--- config.mk ---
export PLATFORM = sky130hd
export DESIGN_NAME = firTop
export DESIGN_NICKNAME = d
export VERILOG_FILES = /design/src/hdl/firPkg.sv /design/src/hdl/adderTree.sv /design/src/hdl/coefStore.sv /design/src/hdl/firTop.sv /design/src/hdl/partialSums.sv /design/src/hdl/sampleShift.sv
export SDC_FILE = /design/constraint.sdc
export NUM_CORES = 2
export LEC_CHECK = 0
export BUFFER_PORTS_ARGS = -buffer_cell sky130_fd_sc_hd__buf_2
export CAP_MARGIN = 20
export CORE_UTILIZATION = 55
export DETAILED_ROUTE_END_ITERATION = 12
export PLACE_DENSITY = 0.69
export SLEW_MARGIN = 20
export SYNTH_ARGS = -nofsm -noshare
export SYNTH_HDL_FRONTEND = slang
export SYNTH_SLANG_ARGS = --single-unit
export TNS_END_PERCENT = 50
--- constraint.sdc ---
create_clock -name clkDS -period 8.7 [get_ports clkDS]
set_input_delay 1.74 -clock clkDS [delete_from_list [all_inputs] [get_ports clkDS]]
set_output_delay 1.74 -clock clkDS [all_outputs]
set_load 0.1 [all_outputs]
--- src/hdl/firPkg.sv ---
package firPkg;

    // Filter geometry
    localparam int sampleWidth  = 3;
    localparam int numTaps      = 16;
    localparam int tapsPerGroup = 2;
    localparam int numGroups    = numTaps / tapsPerGroup;
    localparam int treeLayers   = $clog2(numGroups);

    // Arithmetic widths
    localparam int coefWidth    = 12;
    localparam int tapAddrWidth = $clog2(numTaps);
    localparam int partialWidth = 16;
    localparam int resultWidth  = 20;

    // Modulator output code, two's complement
    typedef logic signed [sampleWidth-1:0] sampleT;

    typedef logic signed [coefWidth-1:0] coefT;

    typedef logic [tapAddrWidth-1:0] tapAddrT;

    // Sum of one group of taps
    typedef logic signed [partialWidth-1:0] partialT;

    typedef logic signed [resultWidth-1:0] resultT;

    // Four-phase config handshake
    typedef enum logic {
        cfgIdle,
        cfgHold
    } cfgStateT;

endpackage

--- src/hdl/adderTree.sv ---
`timescale 1ns/100ps

module adderTree
    import firPkg::*;
(
    input  logic                              clkDS,
    input  logic                              rst,
    input  logic [numGroups*partialWidth-1:0] partials,
    input  logic                              partialsValid,
    output resultT                            result,
    output logic                              resultValid
);

    resultT leafs  [numGroups];
    resultT layer1 [numGroups/2];
    resultT layer2 [numGroups/4];

    // One bit per registered layer
    logic [treeLayers-1:0] validPipe;

    // Sign-extend group sums to the output width
    always_comb begin
        for (int i = 0; i < numGroups; i++) begin
            leafs[i] = resultT'(partialT'(partials[i*partialWidth +: partialWidth]));
        end
    end

    // 8 to 4
    always_ff @(posedge clkDS) begin
        if (rst) begin
            for (int i = 0; i < numGroups/2; i++) begin
                layer1[i] <= '0;
            end
        end else begin
            for (int i = 0; i < numGroups/2; i++) begin
                layer1[i] <= leafs[2*i] + leafs[2*i+1];
            end
        end
    end

    // 4 to 2
    always_ff @(posedge clkDS) begin
        if (rst) begin
            for (int i = 0; i < numGroups/4; i++) begin
                layer2[i] <= '0;
            end
        end else begin
            for (int i = 0; i < numGroups/4; i++) begin
                layer2[i] <= layer1[2*i] + layer1[2*i+1];
            end
        end
    end

    // 2 to 1
    always_ff @(posedge clkDS) begin
        if (rst) begin
            result <= '0;
        end else begin
            result <= layer2[0] + layer2[1];
        end
    end

    always_ff @(posedge clkDS) begin
        if (rst) begin
            validPipe <= '0;
        end else begin
            validPipe <= {validPipe[treeLayers-2:0], partialsValid};
        end
    end

    assign resultValid = validPipe[treeLayers-1];

    validKnownChk: assert property (
        @(posedge clkDS) disable iff (rst)
        !$isunknown(resultValid)
    ) else $error("resultValid is unknown");

    // Valid leaves the tree one layer depth after it enters
    validLatencyChk: assert property (
        @(posedge clkDS) disable iff (rst)
        resultValid == $past(partialsValid, treeLayers)
    ) else $error("resultValid out of step with partialsValid");

endmodule

--- src/hdl/coefStore.sv ---
`timescale 1ns/100ps

module coefStore
    import firPkg::*;
(
    input  logic                         clkDS,
    input  logic                         rst,
    input  logic                         cfgReq,
    input  tapAddrT                      cfgAddr,
    input  coefT                         cfgData,
    output logic                         cfgAck,
    output logic [numTaps*coefWidth-1:0] coefs
);

    cfgStateT cfgState;
    coefT     coefRegs [numTaps];

    // Handshake state, hold phase is the ack
    always_ff @(posedge clkDS) begin
        if (rst) begin
            cfgState <= cfgIdle;
        end else begin
            case (cfgState)
                cfgIdle: begin
                    if (cfgReq) begin
                        cfgState <= cfgHold;
                    end
                end
                cfgHold: begin
                    if (!cfgReq) begin
                        cfgState <= cfgIdle;
                    end
                end
                default: begin
                    cfgState <= cfgIdle;
                end
            endcase
        end
    end

    assign cfgAck = (cfgState == cfgHold);

    // Single write per request, on leaving idle
    always_ff @(posedge clkDS) begin
        if (rst) begin
            for (int i = 0; i < numTaps; i++) begin
                coefRegs[i] <= '0;
            end
        end else if ((cfgState == cfgIdle) && cfgReq) begin
            coefRegs[cfgAddr] <= cfgData;
        end
    end

    always_comb begin
        for (int i = 0; i < numTaps; i++) begin
            coefs[i*coefWidth +: coefWidth] = coefRegs[i];
        end
    end

    // Master keeps cfgReq up until it sees the ack
    ackRiseChk: assert property (
        @(posedge clkDS) disable iff (rst)
        $rose(cfgAck) |-> cfgReq
    ) else $error("cfgAck rose while cfgReq was low");

endmodule

--- src/hdl/firTop.sv ---
`timescale 1ns/100ps

module firTop
    import firPkg::*;
(
    input  logic    clkDS,
    input  logic    rst,
    input  sampleT  sampleIn,
    input  logic    sampleEn,
    input  logic    cfgReq,
    input  tapAddrT cfgAddr,
    input  coefT    cfgData,
    output logic    cfgAck,
    output resultT  result,
    output logic    resultValid
);

    logic [numTaps*coefWidth-1:0]      coefs;
    logic [numTaps*sampleWidth-1:0]    taps;
    logic                              tapsValid;
    logic [numGroups*partialWidth-1:0] partials;
    logic                              partialsValid;

    // Coefficient registers beside the datapath
    coefStore u_coefStore (
        .clkDS   (clkDS),
        .rst     (rst),
        .cfgReq  (cfgReq),
        .cfgAddr (cfgAddr),
        .cfgData (cfgData),
        .cfgAck  (cfgAck),
        .coefs   (coefs)
    );

    sampleShift u_sampleShift (
        .clkDS     (clkDS),
        .rst       (rst),
        .sampleIn  (sampleIn),
        .sampleEn  (sampleEn),
        .taps      (taps),
        .tapsValid (tapsValid)
    );

    partialSums u_partialSums (
        .clkDS         (clkDS),
        .rst           (rst),
        .taps          (taps),
        .coefs         (coefs),
        .tapsValid     (tapsValid),
        .partials      (partials),
        .partialsValid (partialsValid)
    );

    adderTree u_adderTree (
        .clkDS         (clkDS),
        .rst           (rst),
        .partials      (partials),
        .partialsValid (partialsValid),
        .result        (result),
        .resultValid   (resultValid)
    );

endmodule

--- src/hdl/partialSums.sv ---
`timescale 1ns/100ps

module partialSums
    import firPkg::*;
(
    input  logic                              clkDS,
    input  logic                              rst,
    input  logic [numTaps*sampleWidth-1:0]    taps,
    input  logic [numTaps*coefWidth-1:0]      coefs,
    input  logic                              tapsValid,
    output logic [numGroups*partialWidth-1:0] partials,
    output logic                              partialsValid
);

    sampleT  tapArr   [numTaps];
    coefT    coefArr  [numTaps];
    partialT groupSum [numGroups];

    // Unpack flat buses into signed entries
    always_comb begin
        for (int i = 0; i < numTaps; i++) begin
            tapArr[i]  = taps[i*sampleWidth +: sampleWidth];
            coefArr[i] = coefs[i*coefWidth +: coefWidth];
        end
    end

    // One multiply-add per group in place of a coefficient LUT
    always_comb begin
        for (int g = 0; g < numGroups; g++) begin
            groupSum[g] = '0;
            for (int k = 0; k < tapsPerGroup; k++) begin
                groupSum[g] = groupSum[g]
                    + tapArr[g*tapsPerGroup + k] * coefArr[g*tapsPerGroup + k];
            end
        end
    end

    always_ff @(posedge clkDS) begin
        if (rst) begin
            partials      <= '0;
            partialsValid <= 1'b0;
        end else begin
            partialsValid <= tapsValid;
            for (int g = 0; g < numGroups; g++) begin
                partials[g*partialWidth +: partialWidth] <= groupSum[g];
            end
        end
    end

endmodule

--- src/hdl/sampleShift.sv ---
`timescale 1ns/100ps

module sampleShift
    import firPkg::*;
(
    input  logic                           clkDS,
    input  logic                           rst,
    input  sampleT                         sampleIn,
    input  logic                           sampleEn,
    output logic [numTaps*sampleWidth-1:0] taps,
    output logic                           tapsValid
);

    // Saturates at numTaps
    logic [tapAddrWidth:0] fillCount;
    logic                  lineFull;

    // Line holds numTaps samples once this shift completes
    assign lineFull = (fillCount >= numTaps - 1);

    always_ff @(posedge clkDS) begin
        if (rst) begin
            taps      <= '0;
            fillCount <= '0;
            tapsValid <= 1'b0;
        end else begin
            tapsValid <= sampleEn && lineFull;
            if (sampleEn) begin
                // Newest code enters at entry 0
                taps <= {taps[(numTaps-1)*sampleWidth-1:0], sampleIn};
                if (fillCount != numTaps) begin
                    fillCount <= fillCount + 1'b1;
                end
            end
        end
    end

endmodule

==> impl_metrics.ini <==
[layout]
areaGrowthSynthToFinish_pct = 7.55
final_common_cell = ha_1
stdcell_area_um2 = 47100
multi_input_area_um2 = 30500
fillers = 6888
nNetsFinal = 5575
utilization = 0.597
drive_gt1_frac = 0.0458
seq_area_um2 = 12100
layout_common_cells = ha_1 (624), nor2_1 (592), and2_1 (548)
fin_cells = 5812

[floorplan]
rows = 103
die-area_um2 = 80800
io_pins = 45
initial_core_util = 0.555
die_w_um = 284
core_area_um2 = 78900
die_height_um = 284

[route]
routed_wl_um = 103000
routed-via-count = 32600
drt-pass1-iter-count = 5
vias_per_cell = 5.60
drt_iter0_markers = 2017
ant_nets = 0
drc = 0
wl_per_cell_um = 17.8

[sta]
skew_ns = 0.0286
whs_ns = 0.440
finalSetupTns_ns = 0
clock.fmax_ghz = 0.197
maxSlewViolCount = 0
slew_headroom = 0.163
fin_ws_ns = 3.63
finalCriticalPeriod_ns = 5.07
fin_crit_sh = 0.583
rsz0062_at_grt = false
tightest_slew_ns = 1.26
finalSetupViolations = 0
finalHoldViolCount = 0

[min_path]
hold_path_end = u_adderTree.validPipe[2]
hold_start = u_adderTree.validPipe[1]
hold_class = reg -> reg
hold_depth = 1

[pwr]
ir_worst_vdd_mv = 0.141
power_frac_seq = 0.462
switching_share = 0.247
combPwrFrac = 0.060
p_leak_nw = 23.3
p_per_area_nw_per_um2 = 117
p_total_mw = 5.51
p_sw_mw = 1.36
power_frac_clock = 0.478
p_int_mw = 4.15

[setup_path]
worstSetupEndpointType = flip-flop
worstRegToRegCells = 17
r2r_setup_slack_ns = 3.63
cp.arrival_ns = 5.59
reg2reg_from = u_sampleShift.taps[23]
worst_path_largest_cell_delay_ns = 0.51
worstPathCellList = inv_1 -> nor2_1 -> fa_1 -> ha_1 -> ha_1 -> fa_1 -> a21o_1 -> a21oi_1 -> o21ai_0 -> o41ai_1 -> xnor2_1 -> ha_1 -> a21o_1 -> a21o_1 -> a21o_1 -> a21oi_1 -> mux2_2
cpMaxStageDelayCell = dfxtp_1
path_class = reg -> reg
start_kind = flip-flop
worstReg2RegEnd = u_partialSums.partials[62]
crit_required_ns = 9.22
cpMostUsedCell = a21o_1
critPathMaxFanout = 12

[clocking]
cts_resized = 0
path_clk_slew_ns = 0.06
cts_buffers = 58
postCtsSetupRepairBufs = 0
cts.sinks = 507
holdBufCountCts = 0
cts_max_path_buffers = 3
clock_tree.root_cell = clkbuf_16
cts-htree-levels = 2
worstSkewPairLatency_ns = 0.65
tritoncts = done

[placed_design]
numPortBuffers = 44
dp_hpwl_um = 76900
place_congestion = 0.918
dp_cells = 5695
postPlaceCellArea_um2 = 45000
pre_cts_slack_ns = 3.65

[yosys]
netlist.top_cell.by_area = ha_1
yosys-mux-area-fraction = 0.0181
synthCells = 4714
synth_area_per_cell_um2 = 9.29
synthArstFlopShare = 0
synth-edff-count = 192
yosysUniqueCellTypes = 70
synth_area_leaders = ha_1 (18%), dfxtp_1 (14%), edfxtp_1 (13%), fa_1 (10%), and2_1 (7.8%)
synth_top_family_by_area = adder cells
synthFlopType = dfxtp_1
synth_compound_area_frac = 0.135
yosys_warnings = 0
synthSimpleGateAreaFrac = 0.197
synth_top_area_frac = 0.178
synth_xor_area_frac = 0.0648
synth-seq-cells = 507
netlist_area_um2 = 43800
synth_nets = 5584
synth_fa_ha_area_frac = 0.280
seq_area_frac_synth = 0.276

[grt]
grt_pass1_vias = 31000
grt_pass1_wl_um = 165000
grt_antenna_before_repair = 9
grt_start_max_net_pins = 160
grt_overflow = 0
grt_util_all_layers = 0.255

[run]
cap_violations = 0

[outcome]
status = completed
## routing by layer
layer  global-route usage  part of all wire  wire length (um)  vias up
met5                    0                 0                 0        -
met3               0.0300             0.051              5280      135
met2                0.414              0.45             46700      648
li1                     -                 -                 -    16400
met1                0.359              0.47             48800    15400
met4               0.0681             0.024              2520        0
## worst max-delay path: cells and delay by family, from the launching register on
family	cells	cell delay, ns
mux	1	0.34
flops	1	0.51
xor+xnor	1	0.20
fa+ha+maj	5	1.77
simple gates	1	0.22
buf+inv	1	0.30
compound gates	8	1.63
## layout make-up
| type | count | area share |
|---|---|---|
| clock buffer | 72 | 0.0357 |
| sequential | 507 | 0.256 |
| antenna | 7 | 0.000372 |
| inverter | 216 | 0.0172 |
| tap | 1050 | 0.0279 |
| clock inverter | 38 | 0.00866 |
| timing repair buffer | 56 | 0.00712 |
| multi-input combinational | 3866 | 0.647 |
## cell usage after synthesis, drive strengths merged, types with 10 or more instances
master and instances:
ha 624, nor2 592, and2 548, dfxtp 315, a21oi 242, fa 223
xnor2 218, inv 216, o21ai 193, edfxtp 192, nand2 188, a21o 118
clkbuf 115, xor2 106, nor3 92, nor2b 88, o21a 59, nand2b 58
o21bai 52, a211oi 50, mux2i 49, nand3 48, o31ai 33, and3 27
mux2 27, o31a 22, o41ai 22, a31oi 19, nand4 16, o211ai 15
a2111oi 12, a41oi 11, buf 10
## state kept, by name, summed over array words and instances (netlist names)
name	cells
u_adderTree.layer1	68
u_adderTree.layer2	40
u_adderTree.result	20
u_adderTree.validPipe	3
u_coefStore.cfgAck	1
u_coefStore.coefRegs	192
u_partialSums.partials	128
u_partialSums.partialsValid	1
u_sampleShift.fillCount	5
u_sampleShift.taps	48
u_sampleShift.tapsValid	1
## cells by family after synthesis
group / Yosys count
AOI/OAI and AO/OA: 907
xor gates and xnor gates: 324
adders and majority gates: 847
buffers and inverters: 341
DFF: 507
muxes: 76
and+or+nand+nor: 1712
## worst max path at each step
stage	startpoint	endpoint	cells after the start
final	u_sampleShift.taps[23]	u_partialSums.partials[62]	17
after detailed placement	u_sampleShift.taps[23]	u_partialSums.partials[62]	17
after global placement	u_sampleShift.taps[23]	u_partialSums.partials[62]	17
after floorplan	u_sampleShift.taps[14]	u_partialSums.partials[46]	19
after CTS	u_sampleShift.taps[23]	u_partialSums.partials[62]	17
after global routing	u_sampleShift.taps[2]	u_partialSums.partials[14]	17
## power by group through the flow
| stage | clock network, mW | logic, mW | registers [mW] |
|---|---|---|---|
| after floorplan | 0 | 0.199 | 2.60 |
| after global placement | 0 | 0.326 | 2.60 |
| after detailed placement | 0 | 0.329 | 2.60 |
| after CTS | 2.68 | 0.332 | 2.55 |
| after global routing | 2.77 | 0.359 | 2.55 |
| final | 2.63 | 0.331 | 2.55 |
Power figures use the tool's default switching activity.
